`src/verilog/sys_bus_pkg.sv`:
```
//////////////////////////////////////////////////
// system bus definitions
// strobe/ack request and response structs,
// address map and bridge timeout
//////////////////////////////////////////////////

package sys_bus_pkg;

   typedef logic [31:0] sys_addr_t;
   typedef logic [31:0] sys_data_t;

   // one cycle wen/ren strobe, addr and wdata held by the master
   typedef struct packed {
      sys_addr_t addr;
      sys_data_t wdata;
      logic      wen;
      logic      ren;
   } sys_req_t;

   // ack is a one cycle pulse, rdata valid with it
   typedef struct packed {
      sys_data_t rdata;
      logic      ack;
   } sys_rsp_t;

   //////////////////////////////////////////////////
   // bridge guard

   localparam int unsigned ack_timeout = 32;   // cycles after the strobe
   localparam int unsigned ack_cnt_w   = $clog2(ack_timeout + 1);

   //////////////////////////////////////////////////
   // address map

   localparam sys_addr_t   cfg_base  = 32'h0000_0000;
   localparam int unsigned cfg_words = 4;
   localparam int unsigned cfg_idx_w = $clog2(cfg_words);
   localparam sys_addr_t   mem_base  = 32'h0000_1000;
   localparam int unsigned mem_words = 256;
   localparam int unsigned mem_idx_w = $clog2(mem_words);

   localparam sys_data_t   cfg_id_value = 32'h5A5A_0001;

   localparam int unsigned mem_wait_w = 4;
   typedef logic [mem_wait_w-1:0] mem_wait_t;

endpackage

```
`src/verilog/sys_bus_decoder.sv`:
```
//////////////////////////////////////////////////
// system bus decoder
// gates the strobes by address region and merges
// the target acks and read data
//////////////////////////////////////////////////

module sys_bus_decoder (
   input  logic                  axi,
   input  logic                  reset,
   input  sys_bus_pkg::sys_req_t req,
   output sys_bus_pkg::sys_rsp_t rsp,
   output sys_bus_pkg::sys_req_t cfg_req,
   input  sys_bus_pkg::sys_rsp_t cfg_rsp,
   output sys_bus_pkg::sys_req_t mem_req,
   input  sys_bus_pkg::sys_rsp_t mem_rsp
);

   sys_bus_pkg::sys_addr_t cfg_off, mem_off;
   logic cfg_hit, mem_hit;
   logic mem_sel_q;   // region of the last strobe

   // offset below base wraps to a large value and misses
   assign cfg_off = req.addr - sys_bus_pkg::cfg_base;
   assign mem_off = req.addr - sys_bus_pkg::mem_base;
   assign cfg_hit = cfg_off < sys_bus_pkg::sys_addr_t'(sys_bus_pkg::cfg_words * 4);
   assign mem_hit = mem_off < sys_bus_pkg::sys_addr_t'(sys_bus_pkg::mem_words * 4);

   // addr and wdata pass, strobes only to the hit region
   assign cfg_req = '{addr: req.addr, wdata: req.wdata,
                      wen: req.wen && cfg_hit, ren: req.ren && cfg_hit};
   assign mem_req = '{addr: req.addr, wdata: req.wdata,
                      wen: req.wen && mem_hit, ren: req.ren && mem_hit};

   always_ff @(posedge axi) begin
      if (reset) begin
         mem_sel_q <= 1'b0;
      end else if (req.wen || req.ren) begin
         mem_sel_q <= mem_hit;
      end
   end

   // unmapped -> no ack at all, bridge times out
   assign rsp.ack   = cfg_rsp.ack || mem_rsp.ack;
   assign rsp.rdata = mem_sel_q ? mem_rsp.rdata : cfg_rsp.rdata;

endmodule

```
`config.mk`:
```
export PLATFORM = sky130hd
export DESIGN_NAME = sys_bus_decoder
export DESIGN_NICKNAME = d
export VERILOG_FILES = /design/src/verilog/sys_bus_pkg.sv /design/src/verilog/sys_bus_decoder.sv
export SDC_FILE = /design/constraint.sdc
export NUM_CORES = 1
export LEC_CHECK = 0
export BUFFER_PORTS_ARGS = -buffer_cell sky130_fd_sc_hd__buf_2
export CAP_MARGIN = 20
export CORE_AREA = 2 2 115 117
export CTS_BUF_LIST = sky130_fd_sc_hd__clkbuf_8
export DETAILED_ROUTE_END_ITERATION = 7
export DIE_AREA = 0 0 117 119
export GPL_TIMING_DRIVEN = 0
export PLACE_DENSITY = 0.57
export SLEW_MARGIN = 10
export SYNTH_ARGS = -nofsm -noshare
export SYNTH_HDL_FRONTEND = slang
export SYNTH_SLANG_ARGS = --single-unit
```
`constraint.sdc`:
```
create_clock -name axi -period 2 [get_ports axi]
set_clock_uncertainty 0.2 [all_clocks]
set_input_delay 0.3 -clock axi [delete_from_list [all_inputs] [get_ports axi]]
set_output_delay 0.3 -clock axi [all_outputs]
set_load 0.02 [all_outputs]
```
== After elaboration in Yosys (flattened, before gate mapping) ==
Index checks and enable logic that the tools add are counted.
Storage, ports and cells
  memories: 0
  latch bits: 0
  memory bits (read-only): 0
  RAM bits: 0
  output and inout port bits: 165
  register bits: 1
Cells by class
  bitwise logic cells: 0
  mux-type cells: 1
  magnitude comparators: 2
  multipliers: 0
  reductions and logical operators: 6
  divide/modulo/power cells: 0
  add/sub/neg operators: 1
  shifts and indexed selects: 0
  equality and inequality tests: 0
Operators by type and width (count)
  less-than comparator 32 x 11 -> 1 bit, second input constant: 1
  less-than comparator 32 x 5 -> 1 bit, second input constant: 1
  two-way mux 32 bit: 1
  subtractor 32 x 13 -> 32 bit, second input constant: 1
  logical AND 1 bit: 4
  logical OR 1 bit: 2

== Logic depth before layout (Yosys ltp) ==
  depth after elaboration: 3
  gate-level depth with buffers: 4

== Worst setup path after synthesis ==
No wires, ideal clock.
  kind: input -> output
  from: in req[52] (netlist name)
  to: out mem_req[0] (netlist name)
  data arrival time: 1.894 ns
  path buffers: 0
  setup slack: -0.394 ns
  stages on the path: 4
  cells stage by stage: or4_4 > o41ai_1 > a21oi_1 > nor4_1
RTL lines
  start, declared: RTL line sys_bus_decoder.sv:10  | input sys_bus_pkg::sys_req_t req,
  end, declared: RTL line sys_bus_decoder.sv:14  | output sys_bus_pkg::sys_req_t mem_req,

==> flow_summary.yaml <==
floorplan:
  core_um2: 12900
  fp.dieH_um: 119
  rows: 42
  die-area_um2: 13900
  ioPinCount: 299
  initial_core_util_pct: 12.0
  chipWidth_um: 117
power:
  peakVddDrop_uv: 74.7
  power.density_nw_per_um2: 236
  power.leakage_uw: 0.00190
timing:
  final_hold_viol_count: 0
  fin_crit_sh_pct: 112
  slew_viol_final: 0
  tightest_slew_ps: 317
  finalSetupViolations: 3
  max_freq_mhz: 445
  rsz0062_at_grt: "yes"
  finalWorstSetupSlack_ps: -249
  min_period_ps: 2250
  setup_tns_ps: -655
  slew_headroom_pct: 78.7
synth:
  synth_compound_area_share_pct: 2.43
  async_reset_ff_share_pct: 0
  synthSimpleGateAreaFrac_pct: 9.14
  synth_top_area_share_pct: 62.1
  synth_area_um2: 1550
  yosys.area_share.xor_xnor_pct: 0.566
  synth_top_cell_by_area: "buf_4"
  synth_edf_count: 0
  synth_top_family_by_area: "buffers and inverters"
  synth_commonest_cells: "buf_4 (128), mux2_2 (32), nor4_1 (9)"
  avgSynthCellArea_um2: 7.94
  synthAdderAreaFrac_pct: 0
  ys_seq_area_share_pct: 1.29
  synth.top_cells.by_area: "buf_4 (62%), mux2_2 (23%), nor4_1 (3.6%)"
  synth_warnings: 0
  synth_seq_cells: 1
  synthMuxAreaShare_pct: 23.3
  syn_inst: 195
  yosysMostFrequentCell: "buf_4"
  yosysUniqueCellTypes: 21
  synth_ff_type: "dfxtp_1"
  synth_nets: 329
setup_path:
  worstReg2RegStart: "mem_sel_q$_SDFFE_PP0P_"
  critPathLaunch: "req[52]"
  crit_fanout: 3
  cp.arrival_ps: 1750
  endpoint: "mem_req[0]"
  startpoint_type: "primary input"
  r2r_slack_ps: 580
  regToRegEndpoint: "mem_sel_q$_SDFFE_PP0P_"
  cp-end-kind: "primary output"
  worst-r2r-cell-count: 4
  worstSetupPathType: "primary input to primary output"
  required_ps: 1500
grt:
  grt_max_degree: 11
  grt_pass1_vias: 1830
  grt_usage_pct: 6.80
  antenna_found_initial: 0
  grt_overflow: 0
  grt_pass1_wl_um: 7850
drt:
  drc_errors: 0
  vias_per_cell: 3.29
  firstDrtPassIters: 3
  ant_nets: 0
  wl_um: 5810
  wire_per_inst_um: 9.16
  drt-initial-drc-count: 16
  vias: 2089
clock_network:
  clk_latency_ps: 0
  clkTransAtPathRegs_ps: 0
  hold_buffers: 0
outcome:
  violations: "setup timing"
  status: "complete, but fails checks"
placement:
  place.gp.congestion: 0.700
  hpwl_um: 5440
  portBuffers: 262
  place_area_um2: 3110
final_layout:
  largest_reg_flops: 1
  stdcell_area_um2: 3240
  reg_top3: "mem_sel_q: 1 flops"
  fin_nets: 595
  diodes: 0
  drive_above_1_share_pct: 96.5
  syn_to_final_growth_pct: 109
  fillCellCount: 1407
  regMostFlops: "mem_sel_q"
hold_path:
  hp-class: "primary input to flop"
job:
  max-cap-violations: 0
-- area by class of cell --
type / count / area [um^2] / share of cell area [%]
Inverter: 1 / 3.75 / 0.116
Multi-Input combinational cell: 61 / 668 / 20.6
Buffer: 132 / 980 / 30.2
Tap cell: 176 / 220 / 6.80
Timing Repair Buffer: 264 / 1350 / 41.6
Sequential cell: 1 / 20.0 / 0.618
-- kinds of logic (layout without fill, tap and decap cells) --
| logic type | Yosys count | in the layout |
|---|---|---|
| buf+inv | 133 | 397 |
| simple gates | 24 | 24 |
| mux | 32 | 32 |
| compound gates | 4 | 4 |
| xor+xnor | 1 | 1 |
| flops | 1 | 1 |
-- where the power goes --
part | switching [uW] | internal, uW | leakage, uW
logic | 374 | 370 | 0.00189
clock network | 0 | 0 | 0
registers | 0.00000101 | 20.4 | 0.00000805
-- per-stage QoR --
step | hold WS [ps] | instances | power, uW | utilization (%) | worst slack [ps]
detailed placement | 355 | 633 | 754 | 24.2 | -502
finish | 351 | 635 | 765 | 25.2 | -249
floorplan | 198 | 195 | 487 | - | -81.4
global placement | 357 | 633 | 752 | 24.2 | -541
CTS | 364 | 635 | 772 | 25.1 | -260
global route | 370 | 635 | 819 | 25.2 | -291
-- layout by cell type (no fill, tap or decap), drive strengths merged --
cell type,netlist,routed
buf,128,392
mux2,32,32
nor4,9,9
nand2,4,4
clkbuf,4,4
and2,2,2
or3,2,2
o41ai,2,2
or2,1,1
nand3,1,1
nor3,1,1
or4,1,1
a211oi,1,1
xor2,1,1
and3,1,1
a21oi,1,1
nor2,1,1
inv,1,1
nand3b,1,1
dfxtp,1,1
-- timing repair --
action	in CTS	in global routing
pin swaps	4	0
endpoints found under the setup margin	34	5
resized for setup	21	1
setup buffers	2	0
-- per-layer routing --
layer  share of wire [%]  wire length [um]  track usage (%)  vias to the layer above
met2                  56              3230             15.6                      163
met5                   0                 0                0                        -
met3                  12               726            0.763                        0
li1                    -                 -                -                     1052
met1                  32              1860             6.36                      874
met4                   0                 0                0                        0
-- worst min path at each step --
| stage | slack, ps | startpoint | to | cells past startpoint |
|---|---|---|---|---|
| 2_1_floorplan | 200 | reset | mem_sel_q$_SDFFE_PP0P_ | 1 |
| 3_3_place_gp | 360 | reset | mem_sel_q$_SDFFE_PP0P_ | 2 |
| 3_5_place_dp | 360 | reset | mem_sel_q$_SDFFE_PP0P_ | 2 |
| 4_1_cts | 360 | reset | mem_sel_q$_SDFFE_PP0P_ | 2 |
| 5_1_grt | 370 | reset | mem_sel_q$_SDFFE_PP0P_ | 2 |
| 6_report | 350 | reset | mem_sel_q$_SDFFE_PP0P_ | 2 |
-- worst max-delay path: stages --
cell and delay, ps:
buf_8 90, or4_4 540, or3_4 380, nor4_4 260, buf_4 180
Power figures use the tool's default switching activity.
