==> src/verilog/sys_bus_pkg.sv <==
//////////////////////////////////////////////////
// system bus definitions
// strobe/ack request and response structs,
// address map and bridge timeout
//////////////////////////////////////////////////

package sys_bus_pkg;

   typedef logic [31:0] sys_addr_t;
   typedef logic [31:0] sys_data_t;

   // one cycle wen/ren strobe, addr and wdata held by the master
   typedef struct packed {
      sys_addr_t addr;
      sys_data_t wdata;
      logic      wen;
      logic      ren;
   } sys_req_t;

   // ack is a one cycle pulse, rdata valid with it
   typedef struct packed {
      sys_data_t rdata;
      logic      ack;
   } sys_rsp_t;

   //////////////////////////////////////////////////
   // bridge guard

   localparam int unsigned ack_timeout = 32;   // cycles after the strobe
   localparam int unsigned ack_cnt_w   = $clog2(ack_timeout + 1);

   //////////////////////////////////////////////////
   // address map

   localparam sys_addr_t   cfg_base  = 32'h0000_0000;
   localparam int unsigned cfg_words = 4;
   localparam int unsigned cfg_idx_w = $clog2(cfg_words);
   localparam sys_addr_t   mem_base  = 32'h0000_1000;
   localparam int unsigned mem_words = 256;
   localparam int unsigned mem_idx_w = $clog2(mem_words);

   localparam sys_data_t   cfg_id_value = 32'h5A5A_0001;

   localparam int unsigned mem_wait_w = 4;
   typedef logic [mem_wait_w-1:0] mem_wait_t;

endpackage

==> src/verilog/sys_config_regs.sv <==
//////////////////////////////////////////////////
// configuration registers
// word 0 id (ro), word 1 scratch, word 2 memory
// wait setting, word 3 reads zero
// ack one cycle after the strobe
//////////////////////////////////////////////////

module sys_config_regs (
   input  logic                   axi,
   input  logic                   reset,
   input  sys_bus_pkg::sys_req_t  req,
   output sys_bus_pkg::sys_rsp_t  rsp,
   output sys_bus_pkg::mem_wait_t mem_wait
);

   logic [sys_bus_pkg::cfg_idx_w-1:0] word;

   sys_bus_pkg::sys_data_t scratch_q;
   sys_bus_pkg::mem_wait_t mem_wait_q;
   sys_bus_pkg::sys_data_t rdata_q;
   logic                   ack_q;

   assign word = req.addr[sys_bus_pkg::cfg_idx_w+1:2];   // word aligned

   //////////////////////////////////////////////////
   // register writes

   always_ff @(posedge axi) begin
      if (reset) begin
         scratch_q  <= '0;
         mem_wait_q <= '0;
      end else if (req.wen) begin
         case (word)
            2'd1:    scratch_q  <= req.wdata;
            2'd2:    mem_wait_q <= req.wdata[sys_bus_pkg::mem_wait_w-1:0];
            default: ;   // id and word 3 ignore writes, still acked
         endcase
      end
   end

   //////////////////////////////////////////////////
   // read mux and ack

   always_ff @(posedge axi) begin
      if (reset) begin
         ack_q <= 1'b0;
      end else begin
         ack_q <= req.wen || req.ren;
      end
   end

   always_ff @(posedge axi) begin
      if (req.ren) begin
         case (word)
            2'd0:    rdata_q <= sys_bus_pkg::cfg_id_value;
            2'd1:    rdata_q <= scratch_q;
            2'd2:    rdata_q <= sys_bus_pkg::sys_data_t'(mem_wait_q);   // upper bits zero
            default: rdata_q <= '0;
         endcase
      end
   end

   assign rsp      = '{rdata: rdata_q, ack: ack_q};
   assign mem_wait = mem_wait_q;

endmodule

==> config.mk <==
export PLATFORM = sky130hd
export DESIGN_NAME = sys_config_regs
export DESIGN_NICKNAME = d
export VERILOG_FILES = /design/src/verilog/sys_bus_pkg.sv /design/src/verilog/sys_config_regs.sv
export SDC_FILE = /design/constraint.sdc
export NUM_CORES = 1
export LEC_CHECK = 0
export ABC_AREA = 1
export CORE_ASPECT_RATIO = 0.6
export CORE_UTILIZATION = 60
export CTS_CLUSTER_DIAMETER = 100
export DETAILED_ROUTE_END_ITERATION = 6
export DONT_BUFFER_PORTS = 1
export GPL_TIMING_DRIVEN = 0
export HOLD_SLACK_MARGIN = 0.12
export PLACE_DENSITY = 0.79
export SLEW_MARGIN = 20
export SYNTH_ARGS = -nofsm -noshare
export SYNTH_HDL_FRONTEND = slang
export SYNTH_SLANG_ARGS = --single-unit
==> constraint.sdc <==
create_clock -name axi -period 2.05 [get_ports axi]
set_clock_uncertainty 0.2 [all_clocks]
set_input_delay 0.205 -clock axi [delete_from_list [all_inputs] [get_ports axi]]
set_output_delay 0.205 -clock axi [all_outputs]
set_load 0.1 [all_outputs]
==> Word-level counts from Yosys, hierarchy flattened <==
Cells that the tools add are included.
{ "totals": {"regBits": 69, "inputBits": 68, "out_inout_bits": 37, "word_cells": 11} }
{ "classes": {"n_eq_ne": 2, "muxes": 1, "n_reduce_logical": 4} }
{ "op_table": {"columns": ["op", "n"], "rows": [
  ["$pmux 32 s3", 1],
  ["$reduce_and 2->1", 2],
  ["$eq 2x1->1 const B", 1],
  ["$eq 2x2->1 const B", 1],
  ["$logic_not 2->1", 1],
  ["$logic_or 1x1->1", 1]
]} }

==> Logic depth before layout (Yosys ltp) <==
{ "depth": {"depth_word": 2, "mapped_depth": 6, "mapped_depth_nobuf": 5} }

==> Worst setup path after synthesis <==
OpenSTA, ideal clock, no wires.
{ "synth_path": {"kind": "flip-flop to flip-flop", "start": "register mem_wait_q[1], in the netlist mem_wait[1]", "end": "register rdata_q[1], data pin", "setup_ns": 0.153, "t_arrival_ns": 1.226, "required_time_ns": 1.697, "path_slack_ns": 0.471, "path_stages_with_launch": 3, "n_path_buf": 0, "period_less_slack_ns": 1.579, "path_cell_list": "dfxtp_1 -> inv_1 -> o22ai_1"} }
{ "synth_between": {"elab_chain_len": 1} }
{ "synth_lines": {"columns": ["item", "line", "source"], "rows": [
  ["start: declaration", "sys_config_regs.sv:19", "sys_bus_pkg::mem_wait_t mem_wait_q;"],
  ["start signal: assignment", "sys_config_regs.sv:35", "2'd2: mem_wait_q <= req.wdata[sys_bus_pkg::mem_wait_w-1:0];"],
  ["$pmux 32 s3", "sys_config_regs.sv:54", "case (word)"],
  ["end signal: assignment", "sys_config_regs.sv:55", "2'd0: rdata_q <= sys_bus_pkg::cfg_id_value;"],
  ["end signal: assignment", "sys_config_regs.sv:56", "2'd1: rdata_q <= scratch_q;"],
  ["end signal: assignment", "sys_config_regs.sv:57", "2'd2: rdata_q <= sys_bus_pkg::sys_data_t'(mem_wait_q);"],
  ["end: declaration", "sys_config_regs.sv:20", "sys_bus_pkg::sys_data_t rdata_q;"]
]} }
No other way between the ends.
A chain may end at the register's enable or synchronous reset.

==> Worst setup path in the final report <==
{ "layout_path": {"start": "input port req[37] in the netlist's numbering", "end": "register scratch_q[27]"} }
{ "layout_between": {"elab_chain_len": 2} }
{ "layout_lines": {"columns": ["item", "line", "source"], "rows": [
  ["start: declaration", "sys_config_regs.sv:11", "input sys_bus_pkg::sys_req_t req,"],
  ["$eq 2x1->1", "sys_config_regs.sv:33", "case (word)"],
  ["$reduce_and 2->1 (no line)", null, null],
  ["end signal: assignment", "sys_config_regs.sv:34", "2'd1: scratch_q <= req.wdata;"],
  ["end: declaration", "sys_config_regs.sv:18", "sys_bus_pkg::sys_data_t scratch_q;"]
]} }
No other way between the ends.

==> results.md <==
- The flow ran to the end, and the final reports show no timing, DRC or antenna violations.
- Leaving out fill and tap cells, the most frequent cell in the layout is sky130_fd_sc_hd__nor2_1.
- Gates resized during post-CTS repair numbered 0.
- The average cell area after synthesis is 8.64 µm².
- The measured slew at the worst slew-check pin is 0.999 ns.
- The pin count of the biggest net entering global routing is 33.
- CTS saw 69 sinks.
- The adder-cell share of the synthesized area is 0.
- In this run the critical register-to-register path is captured at rdata_q[0]$_DFFE_PP_.
- Of all nets on the critical path, the largest fanout is 10.
- Data on the critical path is required at its endpoint by 2.07 ns.
- The number of cell rows is 18.
- Measured in cells, the most critical reg-to-reg path has a length of 2.
- The final wirelength is 5.87 mm.
- The Yosys step of the flow raised 0 warnings.
- Setup repair after global routing left no endpoint under its margin.
- In this run the power density over the cells is 959 nW/µm².
- The area overhead of the layout relative to synthesis is 28.1%.
- The first TritonRoute pass finished after 4 iterations.
- After clock tree synthesis, the clock-pin slew on the worst setup and hold paths is 0.07 ns.
- The mux contribution to synthesized area is 0.
- The max-slew violation total from the final report is 0.
- For this run the aggregate overflow at the end of global routing stands at 0.
- Dividing the detail-routed wire length by the instance count gives 13.8 µm.
- Once the clock tree was built, the setup fixing pass inserted 0 buffers.
- The die covers 4670 µm².
- The headroom to the max-slew limit is 0.333.
- The initial antenna violation count was 0.
- The setup total negative slack is 0 ns.
- The initial standard-cell utilization of the core is 0.633.
- In the final layout, the share of cells above drive strength 1 is 0.0795.
- The total area inside the core boundary comes to 4170 µm².
- The critical path ends at scratch_q[27]$_SDFFE_PP0P_.
- Traced cell by cell, the critical path runs through dlygate4sd3_1 > inv_2 > nand3_2 > buf_2 > nor2_1 > nor2_1 > dlygate4sd3_1.
- 105 I/O pins were placed.
- The routed layout has 2096 vias.
- The sum of net half-perimeters after detailed placement is 3.37 mm.
- The total standard cell area after synthesis is 2640 µm².
- The number of global-route vias before repair was 2064.
- The buffering stage count on the worst path with inverters included is 4.
- Buffers inserted during clock tree synthesis total 9.
- In this run the register-to-register setup slack is 0.35 ns.
- The netlist uses 14 different library cells.
- The net count of the finished layout is 428.
- Among cell families on the critical path, the largest total delay comes from buffers and inverters.
- The path class of the lowest-slack min-delay path is in -> reg.
- Of the total synthesized cell area, the portion taken by XOR and XNOR cells is 0.
- When the netlist entered floorplanning its net count stood at 373.
- The cell with the biggest individual delay on the critical path is sky130_fd_sc_hd__dlygate4sd3_1.
- Summed over all cells, the static leakage comes to 1.56 nW.
- The width of the die is 87.6 µm.
- Port buffering added 0 buffers.
- The chip height is 53.3 µm.
- The share of the yosys chip area belonging to registers is 0.645.
- The antenna violation net count after detailed routing is 0.
- The violation count after the first detailed-routing iteration is 115.
- Counting along the longest clock path gives a buffer depth of 2.
- The worst setup path is launched from a primary input.
- The pre-CTS worst setup slack is 0.379 ns.
- STA classifies the critical path endpoint as a flip-flop.
- The synthesized netlist cell count is 305.
- After synthesis, the largest family of logic cells by area is simple AND/OR/NAND/NOR gates.
- The worst setup path startpoint is req[37].
- The final core utilization is 0.811.
- The number of storage elements in the synthesis netlist is 69.
- The endpoint arrival time on the critical path is 1.98 ns.
- Of the available clock period, the critical path in the final layout requires 0.958.
- The hold violation count in the final report is 0.
- The depth of the CTS H-tree is 3.
- The worst path setup slack after routing is 0.0858 ns.
- Of the total synthesized cell area, the portion taken by AND, OR, NAND and NOR gates is 0.247.
- The maximum VDD drop is 0.627 mV.
- After detailed routing, the number of vias per cell comes to 4.93.
- The final weighted congestion in routability-driven placement is 0.808.
- Once placement completed, the tool counted placed cells totaling 365.
- In the layout the commonest cells are sky130_fd_sc_hd__nor2_1, sky130_fd_sc_hd__nand2_1, sky130_fd_sc_hd__dlygate4sd3_1.
- The critical path in this run is classified as in -> reg.
- The compound-gate portion of the synthesized area is 0.0261.
- The tree is rooted in a sky130_fd_sc_hd__clkbuf_8.
- The antenna diode count is 0.
- The maximum cell stage delay along the critical path is 0.56 ns.
- The clock latency on the worst-skew pair is 0.33 ns.
- In the global route stage, overall resource usage came out at 0.275.
- The wire length of the first global-routing pass is 9.23 mm.
- The count of cell instances traversed by the critical path is 7.
- The finished layout holds 425 standard cells, fillers aside.
- Max-cap violations in this run came to 0.
- The maximum frequency from static timing analysis is 509 MHz.
- The worst register-to-register path begins at mem_wait[0]$_SDFFE_PP0P_.
- The clock tree from TritonCTS is done.
- After detailed routing, the number of remaining DRC violations is 0.
- The number of fill cells in the layout is 265.
- Setup violations remaining at the end of the flow were counted as 0.
- The worst path in the final design needs a cycle of 1.96 ns, including I/O delays and setup.
==> Yosys cell counts <==
cell | number | area (µm²)
sky130_fd_sc_hd__nor2_1 | 94 | 353
sky130_fd_sc_hd__nand2_1 | 74 | 278
sky130_fd_sc_hd__dfxtp_1 | 37 | 741
sky130_fd_sc_hd__inv_1 | 37 | 139
sky130_fd_sc_hd__edfxtp_1 | 32 | 961
sky130_fd_sc_hd__buf_2 | 10 | 50.1
sky130_fd_sc_hd__a21oi_1 | 8 | 40.0
sky130_fd_sc_hd__clkbuf_1 | 3 | 11.3
sky130_fd_sc_hd__o22ai_1 | 3 | 18.8
sky130_fd_sc_hd__nand3_2 | 2 | 20.0
sky130_fd_sc_hd__o21ai_0 | 2 | 10.0
sky130_fd_sc_hd__buf_4 | 1 | 7.51
sky130_fd_sc_hd__clkinv_1 | 1 | 3.75
sky130_fd_sc_hd__inv_2 | 1 | 3.75
==> sequential cells by signal, summed over array words and instances, names as in the netlist <==
register	count
ack_q	1
mem_wait	4
rdata_q	32
scratch_q	32
==> final cells by class <==
class                   instances  area, µm²  share of cell area
repair buffers                 44        450               0.133
well taps                      60       75.1              0.0222
clock buffers                  11        141              0.0419
clock inverters                 5       73.8              0.0219
plain buffers                  14       68.8              0.0204
multi-input cells             183        719               0.213
inverters                      39        146              0.0433
flip-flops and latches         69       1700               0.504
==> what timing repair did <==
action,CTS,global route
hold buffers,44,1
endpoints found under the setup margin,0,4
hold endpoints to repair,80,4
==> logic make-up after synthesis <==
family                 after synthesis
AND/OR/NAND/NOR                    170
AO/OA/AOI/OAI                       13
flip-flops                          69
buffers and inverters               53
==> worst min path at each step <==
stage	endpoint	depth (start not counted)	slack, ns	startpoint
2_1_floorplan	ack_q$_SDFF_PP0_	1	0.08	reset
3_3_place_gp	ack_q$_SDFF_PP0_	1	0.08	reset
3_5_place_dp	ack_q$_SDFF_PP0_	1	0.08	reset
4_1_cts	scratch_q[23]$_SDFFE_PP0P_	4	0.24	req[36]
5_1_grt	scratch_q[18]$_SDFFE_PP0P_	4	0.30	req[36]
6_report	scratch_q[11]$_SDFFE_PP0P_	4	0.25	req[36]
==> worst min-delay path: stages <==
cell                      delay (ns)
sky130_fd_sc_hd__nand3_2        0.15
sky130_fd_sc_hd__buf_2          0.25
sky130_fd_sc_hd__nor2_1         0.06
sky130_fd_sc_hd__nor2_1         0.08
==> power by group <==
| group | switching [mW] | internal (mW) | total, mW |
|---|---|---|---|
| sequential | 0.290 | 1.52 | 1.81 |
| clock | 0.467 | 0.710 | 1.18 |
| combinational | 0.148 | 0.108 | 0.256 |
| total | 0.906 | 2.33 | 3.24 |
==> stage by stage <==
| stage | hold WS [ns] | cell area [µm²] | total power, mW |
|---|---|---|---|
| after detailed placement | 0.0805 | 2710 | 2.00 |
| after global placement | 0.0780 | 2710 | 1.99 |
| after CTS | 0.237 | 3380 | 3.25 |
| after floorplan | 0.0774 | 2640 | 1.96 |
| final | 0.247 | 3380 | 3.24 |
| after global routing | 0.301 | 3380 | 3.35 |
==> per-layer routing <==
| metal | GRT usage | wire length [µm] | vias up |
|---|---|---|---|
| met5 | 0 | 0 | - |
| met4 | 0.115 | 86 | 0 |
| met3 | 0.0874 | 403 | 10 |
| met2 | 0.491 | 2910 | 82 |
| met1 | 0.310 | 2470 | 971 |
| li1 | - | - | 1033 |
Power figures use the tool's default switching activity.
