## src/verilog/sys_bus_pkg.sv

```systemverilog
//////////////////////////////////////////////////
// system bus definitions
// strobe/ack request and response structs,
// address map and bridge timeout
//////////////////////////////////////////////////

package sys_bus_pkg;

   typedef logic [31:0] sys_addr_t;
   typedef logic [31:0] sys_data_t;

   // one cycle wen/ren strobe, addr and wdata held by the master
   typedef struct packed {
      sys_addr_t addr;
      sys_data_t wdata;
      logic      wen;
      logic      ren;
   } sys_req_t;

   // ack is a one cycle pulse, rdata valid with it
   typedef struct packed {
      sys_data_t rdata;
      logic      ack;
   } sys_rsp_t;

   //////////////////////////////////////////////////
   // bridge guard

   localparam int unsigned ack_timeout = 32;   // cycles after the strobe
   localparam int unsigned ack_cnt_w   = $clog2(ack_timeout + 1);

   //////////////////////////////////////////////////
   // address map

   localparam sys_addr_t   cfg_base  = 32'h0000_0000;
   localparam int unsigned cfg_words = 4;
   localparam int unsigned cfg_idx_w = $clog2(cfg_words);
   localparam sys_addr_t   mem_base  = 32'h0000_1000;
   localparam int unsigned mem_words = 256;
   localparam int unsigned mem_idx_w = $clog2(mem_words);

   localparam sys_data_t   cfg_id_value = 32'h5A5A_0001;

   localparam int unsigned mem_wait_w = 4;
   typedef logic [mem_wait_w-1:0] mem_wait_t;

endpackage

```

## src/verilog/axi_pkg.sv

```systemverilog
//////////////////////////////////////////////////
// axi definitions
// widths, response codes and channel payload
// structs for the single beat AXI3 slave port
//////////////////////////////////////////////////

package axi_pkg;

   //////////////////////////////////////////////////
   // widths

   localparam int unsigned id_w   = 4;
   localparam int unsigned addr_w = 32;
   localparam int unsigned data_w = 32;
   localparam int unsigned len_w  = 4;   // axi3 burst length field
   localparam int unsigned size_w = 3;

   typedef logic [id_w-1:0]   axi_id_t;
   typedef logic [addr_w-1:0] axi_addr_t;
   typedef logic [data_w-1:0] axi_data_t;
   typedef logic [len_w-1:0]  axi_len_t;
   typedef logic [size_w-1:0] axi_size_t;
   typedef logic [1:0]        axi_resp_t;

   //////////////////////////////////////////////////
   // response codes and legal transfer shape

   localparam axi_resp_t resp_okay   = 2'b00;
   localparam axi_resp_t resp_slverr = 2'b10;

   localparam axi_size_t size_word = 3'd2;   // 4 bytes per beat
   localparam axi_len_t  len_single = 4'd0;  // one beat, no burst

   //////////////////////////////////////////////////
   // channel payloads, valid/ready travel beside them

   typedef struct packed {
      axi_id_t   id;
      axi_addr_t addr;
      axi_len_t  len;
      axi_size_t size;
   } aw_chan_t;

   typedef struct packed {
      axi_id_t   id;
      axi_addr_t addr;
      axi_len_t  len;
      axi_size_t size;
   } ar_chan_t;

   typedef struct packed {
      axi_id_t   id;    // wid, axi3 only
      axi_data_t data;
   } w_chan_t;

   typedef struct packed {
      axi_id_t   id;
      axi_resp_t resp;
   } b_chan_t;

   typedef struct packed {
      axi_id_t   id;
      axi_data_t data;
      axi_resp_t resp;
      logic      last;
   } r_chan_t;

endpackage
```

## src/verilog/axi_sys_bridge.sv

```systemverilog
//////////////////////////////////////////////////
// axi to system bus bridge
// takes one single beat axi transaction at a time,
// turns it into a wen/ren strobe and waits for ack
// bursts and non word sizes get slverr, no strobe
// a missing ack ends in slverr after the timeout
//////////////////////////////////////////////////

module axi_sys_bridge (
   input  logic                  axi,
   input  logic                  reset,
   // write address / data / response
   input  axi_pkg::aw_chan_t     aw,
   input  logic                  aw_valid,
   output logic                  aw_ready,
   input  axi_pkg::w_chan_t      w,
   input  logic                  w_valid,
   output logic                  w_ready,
   output axi_pkg::b_chan_t      b,
   output logic                  b_valid,
   input  logic                  b_ready,
   // read address / data
   input  axi_pkg::ar_chan_t     ar,
   input  logic                  ar_valid,
   output logic                  ar_ready,
   output axi_pkg::r_chan_t      r,
   output logic                  r_valid,
   input  logic                  r_ready,
   // system bus master side
   output sys_bus_pkg::sys_req_t req,
   input  sys_bus_pkg::sys_rsp_t rsp
);

   typedef enum logic [2:0] {
      st_idle,    // waiting for aw or ar
      st_wdata,   // aw taken, waiting for the w beat
      st_wwait,   // wen issued, waiting for ack
      st_rwait,   // ren issued, waiting for ack
      st_resp     // b or r valid, waiting for ready
   } state_t;

   state_t state;

   // latched transaction
   axi_pkg::axi_id_t      id_q;
   sys_bus_pkg::sys_addr_t addr_q;
   sys_bus_pkg::sys_data_t data_q;
   logic                  err_q;    // unsupported access
   axi_pkg::axi_data_t    rdata_q;
   axi_pkg::axi_resp_t    resp_q;

   logic wen_q, ren_q;

   logic [sys_bus_pkg::ack_cnt_w-1:0] ack_cnt;

   logic aw_err, ar_err;
   logic aw_hs, ar_hs, w_hs;
   logic waiting, timeout, done, ack_ok, resp_hs;

   //////////////////////////////////////////////////
   // handshakes and access checks

   assign aw_err = (aw.len != axi_pkg::len_single) || (aw.size != axi_pkg::size_word);
   assign ar_err = (ar.len != axi_pkg::len_single) || (ar.size != axi_pkg::size_word);

   assign aw_ready = (state == st_idle);
   assign ar_ready = (state == st_idle) && !aw_valid;   // write wins
   assign w_ready  = (state == st_wdata);

   assign aw_hs = aw_valid && aw_ready;
   assign ar_hs = ar_valid && ar_ready;
   assign w_hs  = w_valid && w_ready;

   assign waiting = (state == st_wwait) || (state == st_rwait);
   assign timeout = waiting && (ack_cnt == sys_bus_pkg::ack_cnt_w'(sys_bus_pkg::ack_timeout));
   assign ack_ok  = rsp.ack && !err_q;     // real target answer
   // error counts as an immediate ack, no strobe went out
   assign done    = waiting && (err_q || rsp.ack || timeout);
   assign resp_hs = (b_valid && b_ready) || (r_valid && r_ready);

   //////////////////////////////////////////////////
   // control fsm

   always_ff @(posedge axi) begin
      if (reset) begin
         state   <= st_idle;
         wen_q   <= 1'b0;
         ren_q   <= 1'b0;
         b_valid <= 1'b0;
         r_valid <= 1'b0;
         err_q   <= 1'b0;
      end else begin
         wen_q <= 1'b0;   // strobes are single cycle
         ren_q <= 1'b0;
         case (state)
            st_idle: begin
               if (aw_hs) begin
                  err_q <= aw_err;
                  state <= st_wdata;
               end else if (ar_hs) begin
                  err_q <= ar_err;
                  ren_q <= !ar_err;
                  state <= st_rwait;
               end
            end
            st_wdata: begin
               if (w_hs) begin
                  wen_q <= !err_q;   // bad write still eats its beat
                  state <= st_wwait;
               end
            end
            st_wwait: begin
               if (done) begin
                  b_valid <= 1'b1;
                  state   <= st_resp;
               end
            end
            st_rwait: begin
               if (done) begin
                  r_valid <= 1'b1;
                  state   <= st_resp;
               end
            end
            st_resp: begin
               // held under back-pressure
               if (resp_hs) begin
                  b_valid <= 1'b0;
                  r_valid <= 1'b0;
                  state   <= st_idle;
               end
            end
            default: state <= st_idle;
         endcase
      end
   end

   //////////////////////////////////////////////////
   // timeout counter, zero at the strobe cycle

   always_ff @(posedge axi) begin
      if (reset || !waiting) begin
         ack_cnt <= '0;
      end else if (!timeout) begin
         ack_cnt <= ack_cnt + 1'b1;
      end
   end

   //////////////////////////////////////////////////
   // payload

   always_ff @(posedge axi) begin
      if (aw_hs) begin
         id_q   <= aw.id;
         addr_q <= aw.addr;
      end else if (ar_hs) begin
         id_q   <= ar.id;
         addr_q <= ar.addr;
      end
      if (w_hs) data_q <= w.data;
      if (done) begin
         resp_q  <= ack_ok ? axi_pkg::resp_okay : axi_pkg::resp_slverr;
         rdata_q <= ack_ok ? rsp.rdata : '0;   // zero on error or timeout
      end
   end

   assign req = '{addr: addr_q, wdata: data_q, wen: wen_q, ren: ren_q};

   assign b = '{id: id_q, resp: resp_q};
   assign r = '{id: id_q, data: rdata_q, resp: resp_q, last: 1'b1};   // always one beat

endmodule

```

## config.mk

```make
export PLATFORM = sky130hd
export DESIGN_NAME = axi_sys_bridge
export DESIGN_NICKNAME = d
export VERILOG_FILES = /design/src/verilog/sys_bus_pkg.sv /design/src/verilog/axi_pkg.sv /design/src/verilog/axi_sys_bridge.sv
export SDC_FILE = /design/constraint.sdc
export NUM_CORES = 1
export LEC_CHECK = 0
export BUFFER_PORTS_ARGS = -buffer_cell sky130_fd_sc_hd__buf_2
export CORE_AREA = 2 2 109 111
export CTS_CLUSTER_DIAMETER = 150
export CTS_CLUSTER_SIZE = 25
export DETAILED_ROUTE_END_ITERATION = 16
export DIE_AREA = 0 0 111 113
export PLACE_DENSITY = 0.83
export SYNTH_ARGS = -nofsm -noshare
export SYNTH_HDL_FRONTEND = slang
export SYNTH_SLANG_ARGS = --single-unit
```

## constraint.sdc

```tcl
create_clock -name axi -period 4.8 [get_ports axi]
set_input_delay 0.48 -clock axi [delete_from_list [all_inputs] [get_ports axi]]
set_output_delay 0.48 -clock axi [all_outputs]
set_load 0.02 [all_outputs]
```

Word level (Yosys, flattened, before mapping)
Cells that the tools add are included.

word-level totals
  register bits = 116
  input port bits = 162
  output and inout bits = 116
  logic and storage cells = 80

cells by class
  add/subtract/negate cells = 1
  eq/ne operators = 13
  multiplexer cells = 17
  bitwise gates (word level) = 4
  reduce and logical (&&, ||, !) cells = 33

operator list
  operator               number
  $mux W32               2
  $mux W3                5
  $pmux W3 S4            1
  $logic_and A1 B1 Y1    9
  $mux W4                2
  $reduce_bool A4 Y1     2
  $logic_or A1 B1 Y1     7
  $add A6 B1 Y6 const B  1
  $eq A3 B2 Y1 const B   2
  $eq A6 B6 Y1 const B   1
  $ne A2 B2 Y1 const B   3
  $ne A3 B2 Y1 const B   2
  $reduce_and A3 Y1      2
  $reduce_bool A2 Y1     3
  $logic_not A1 Y1       4
  $mux W1                4
  $ne A2 B1 Y1 const B   2
  $not A1 Y1             4
  $pmux W1 S2            2
  $reduce_and A4 Y1      1
  $reduce_or A4 Y1       1
  $eq A3 B1 Y1 const B   1
  $eq A3 B3 Y1 const B   1
  $logic_not A3 Y1       1
  5 further kinds        5

Logic depth before layout (Yosys ltp)
  depth in word-level cells = 7
  gate-level depth with buffers = 6
  depth with buffers taken out = 6

Worst setup path after synthesis
No wires, ideal clock.

  path type = register -> register
  start = register ack_cnt[0] (netlist bit)
  end = register rdata_q[0] (enable)
  setup time = 0.426 ns
  arrival = 2.275 ns
  required time = 4.374 ns
  slack = 2.099 ns
  stages on the path, launching flop included = 6
  buffers on the path = 0
  period minus slack after synthesis = 2.701 ns
  cells stage by stage = dfxtp_1 > inv_1 > ha_1 > nor2b_1 > a311oi_1 > nor2_1

on the way
  word-level cells in the longest chain between the ends = 4

RTL lines
  what                    line                   source
  start, declared         axi_sys_bridge.sv:54   logic [sys_bus_pkg::ack_cnt_w-1:0] ack_cnt;
  start signal, assigned  axi_sys_bridge.sv:144  ack_cnt <= ack_cnt + 1'b1;
  $eq A6 B6 Y1            axi_sys_bridge.sv:75   assign timeout = waiting && (ack_cnt == sys_bus_pkg::ack_cnt_w'(sys_bus_pkg::ack_timeout));
  $logic_and A1 B1 Y1     axi_sys_bridge.sv:75
  $logic_or A1 B1 Y1      axi_sys_bridge.sv:78   assign done = waiting && (err_q || rsp.ack || timeout);
  $logic_and A1 B1 Y1     axi_sys_bridge.sv:78
  net done                axi_sys_bridge.sv:58   logic waiting, timeout, done, ack_ok, resp_hs;
  end signal, assigned    axi_sys_bridge.sv:162  rdata_q <= ack_ok ? rsp.rdata : '0;
  end, declared           axi_sys_bridge.sv:49   axi_pkg::axi_data_t rdata_q;

The timed path passes the listed nets, and every way through them passes these cells.
A chain may end at the register's enable or synchronous reset.

Worst setup path after layout
  start = register state[0]
  end = register addr_q[26] (data pin)

on the way
  word-level cells in the longest chain between the ends = 3

RTL lines
  what                    line                   source
  start, declared         axi_sys_bridge.sv:42   state_t state;
  start signal, assigned  axi_sys_bridge.sv:86   state <= st_idle;
  start signal, assigned  axi_sys_bridge.sv:99   state <= st_wdata;
  start signal, assigned  axi_sys_bridge.sv:103  state <= st_rwait;
  $logic_not A3 Y1        axi_sys_bridge.sv:66   assign aw_ready = (state == st_idle);
  $logic_and A1 B1 Y1     axi_sys_bridge.sv:70   assign aw_hs = aw_valid && aw_ready;
  $mux W32                axi_sys_bridge.sv:152  if (aw_hs) begin
  end signal, assigned    axi_sys_bridge.sv:154  addr_q <= aw.addr;
  end signal, assigned    axi_sys_bridge.sv:157  addr_q <= ar.addr;
  end, declared           axi_sys_bridge.sv:46   sys_bus_pkg::sys_addr_t addr_q;

Every way passes these cells.

==> impl_results.md <==
- CP max stage cell: nor4b_4
- Post-CTS Hold Fix Bufs: 0
- Hold Fails Final Rpt: 0
- Num rows: 39
- R2R depth: 3
- Vias: 3259
- DP Area: between 5000 and 6000 um^2
- Hpwl dp: around 8700 um
- Initial Utilization: 40.0%
- Die Area: 12500 um^2
- Final Wtd Congestion: 0.894
- DRC viols: 0
- Worst setup endpoint: addr_q[26]$_DFFE_PP_
- Syn-to-layout area delta: 44.9%
- Vias/cell: 4.62
- Worst-Skew Late Latency: 0.39 ns
- Seq pwr share: between 40% and 50%
- Sink Count: about 120
- Required time of the critical path: a little under 5 ns
- Static Leak: 2.83 nW
- Die extent in y: ~110 um
- DP Cell Count: 674
- Setup slack, reg-to-reg: around 2.5 ns
- Area of the core: between 10000 and 15000 um^2
- Worst path buffer plus inverter count: 1
- GR Overflow Total: 0
- Design area: approximately 6500 um^2
- Initial antenna violation count: 0
- Status: complete, no violations
- Max layer used: met4
- Crit path kind: reg -> reg
- Yosys warnings: 0
- Fillers: around 900
- Top Ports: ~280
- Distinct cell type count after synthesis: 39
- Max clock buf depth: 2
- Net Sw Frac: roughly 30%
- Post-Place Setup Slack: between 2 and 2.5 ns
- Nets@finish: just over 700
- # diodes: 0
- Commonest non-fill, non-tap cell in the layout: buf_2
- Met3 WL post-DR: 986 um
- CP cell instances: nor4b_4 -> buf_4 -> mux2_2
- Slew Limit Fails: 0
- Internal power: about 0.0024 W
- Routed WL: between 10000 and 15000 um
- Global-route wire length before repair: roughly 17000 um
- CTS tree: done
- Setup TNS: 0 ns
- Cell area after synthesis: between 4000 and 5000 um^2
- Crit path max-delay family: simple AND/OR/NAND/NOR gates
- Crit Path Max Fanout: 27
- Slew at the pin closest to its max-slew limit: 0.927 ns
- Largest net degree at the start of global routing: 36
- PortBufs: 270
- FF+latch count, synth: 115
- Comb pwr share: 23.3%
- Period minus WS final: approximately 2.3 ns
- Tcrit/Tclk final: between 40 and 50%
- Worst slew margin: 37.9%
- Clock buffer count from CTS: 17
- Power share of the clock group: between 30% and 40%
- Drt pass-1 iters: 4
- Final setup vio count: 0
- Critical Path AT: 2.38 ns
- CTS root buf: clkbuf_16
- Mapped Cells: approximately 280
- Vias in the first global route: 3382
- Worst Hold Path Cells: 1
- CP Launch Point: state[0]$_SDFFE_PP0P_
- Worst hold slack: 0.262 ns
- WL met2: around 5800 um
- Setup WS post-layout: roughly 2.5 ns
- Total global-route track usage: a little under a fifth
- Most frequent cells in the layout: buf_2, edfxtp_1, mux2_2
- Crit. path cell count: 3
- Total of max-cap violations: 0
- Net Switching: 0.00102 W
- H-tree depth: 4
- Critical path's largest stage delay: between 0.7 and 0.8 ns
- Post-route ant nets: 0
- Seq/Total Area, Yosys: approximately 73%
- Reg2reg end: addr_q[26]$_DFFE_PP_
- Max VDD drop: between 200 and 300 uV
- CTS clock-pin slew for the worst setup and hold paths: roughly 0.05 ns
- Layout cells sized above 1: between 60% and 70%
- Clk_skew: approximately 0.010 ns
- Post_cts resized: 0
- CP startpoint kind: register
- DR iter-0 viols: between 200 and 250
- Syn_area_per_cell: ~16 um^2
- Launch point of the worst reg-to-reg path: state[0]$_SDFFE_PP0P_
- Fin cells: between 700 and 800
- PD cells: about 530 nW/um^2
- Hold Path Class: in -> reg
- RSZ-0062 raised after global routing: false
- Met1 WL: about 4300 um
- Post-CTS Setup Inserts: 0
- Fmax: 444 MHz
- DR WL/cell: approximately 16 um
- Die Span X: ~110 um
- Crit. End Element: register
## power groups by stage
| stage | Clock, W | Combinational (W) | Sequential, W |
|---|---|---|---|
| final | 0.00125 | 0.000806 | 0.00141 |
| after global routing | 0.00133 | 0.000862 | 0.00143 |
| after CTS | 0.00128 | 0.000815 | 0.00141 |
| after detailed placement | 0 | 0.000815 | 0.00143 |
| after global placement | 0 | 0.000793 | 0.00142 |
| after floorplan | 0 | 0.000332 | 0.00163 |
## layout make-up
cell class | instances | area, um^2 | share of cell area, %
multi-input cells | 138 | 1060 | 16.2
flip-flops and latches | 115 | 3310 | 50.7
inverters | 5 | 18.8 | 0.287
clock buffers | 19 | 433 | 6.63
well taps | 143 | 179 | 2.74
repair buffers | 273 | 1370 | 21.0
clock inverters | 13 | 160 | 2.45
## flip-flops by register name (all words and copies together) (netlist names)
register  count
resp_q        1
addr_q       32
ren_q         1
rdata_q      32
ack_cnt       6
id_q          4
data_q       32
b_valid       1
state         3
r_valid       1
err_q         1
wen_q         1
## synth_stat cells
cell type    n  area (um^2)
a211oi_1     1         7.51
a21oi_1      4         20.0
a22o_1       1         8.76
a311oi_1     1         8.76
a32o_1       1         10.0
and2_1      33          206
and2b_1      1         7.51
and3_1       1         6.26
buf_2        1         5.00
buf_4       11         82.6
buf_6        2         22.5
buf_8        1         15.0
clkbuf_1     3         11.3
conb_1       2         7.51
dfxtp_1     14          280
edfxtp_1   101         3030
ha_1         2         25.0
inv_1        5         18.8
mux2_1       2         22.5
mux2_2      34          383
mux2i_1      1         10.0
nand2_1      7         26.3
nand2b_1     3         18.8
nand3_1      5         25.0
nand3b_1     1         7.51
nand4_1      1         6.26
nor2_1      10         37.5
nor2b_1      4         25.0
nor3_1       5         25.0
nor3b_1      3         22.5
nor4_1       1         6.26
nor4b_1      2         17.5
nor4b_4      1         23.8
o211ai_1     1         7.51
o21a_1       2         15.0
o21ai_0      2         10.0
o21ba_2      1         10.0
xnor2_1      2         17.5
xor2_1       2         17.5
## worst min-delay path by stage
stage | startpoint | to | slack, ns
floorplan | err_q$_SDFFE_PP0P_ | wen_q$_SDFF_PP0_ | 0.44
global placement | b_valid$_SDFFE_PP0P_ | b_valid$_SDFFE_PP0P_ | 0.48
detailed placement | b_valid$_SDFFE_PP0P_ | b_valid$_SDFFE_PP0P_ | 0.49
CTS | w[17] | data_q[17]$_DFFE_PP_ | 0.24
global route | w[14] | data_q[14]$_DFFE_PP_ | 0.24
finish | w[17] | data_q[17]$_DFFE_PP_ | 0.26
## metal layers
metal  GRT usage [%]  vias up
li1                -     1551
met2            32.1      173
met1            20.3     1524
met3            7.23       11
met5               0        -
met4            5.42        0
## logic make-up (layout without fill, tap and decap cells)
| group | Yosys count | count (layout) | share of synthesized area, % |
|---|---|---|---|
| AO/OA/AOI/OAI | 14 | 14 | 2.16 |
| XOR/XNOR | 4 | 4 | 0.777 |
| adder cells (fa/ha/maj) | 2 | 2 | 0.555 |
| buffers and inverters | 23 | 310 | 3.44 |
| flip-flops | 115 | 115 | 73.5 |
| multiplexers | 37 | 37 | 9.21 |
| other | 2 | 3 | 0.166 |
| AND/OR/NAND/NOR | 78 | 78 | 10.2 |
## stage by stage
stage                     util (%)  power [W]
after floorplan                  -    0.00196
after global placement        52.7    0.00221
after detailed placement      52.7    0.00224
after CTS                     58.0    0.00350
after global routing          58.0    0.00361
final                         58.0    0.00346
Note: power is estimated with default switching activity, not from simulation.
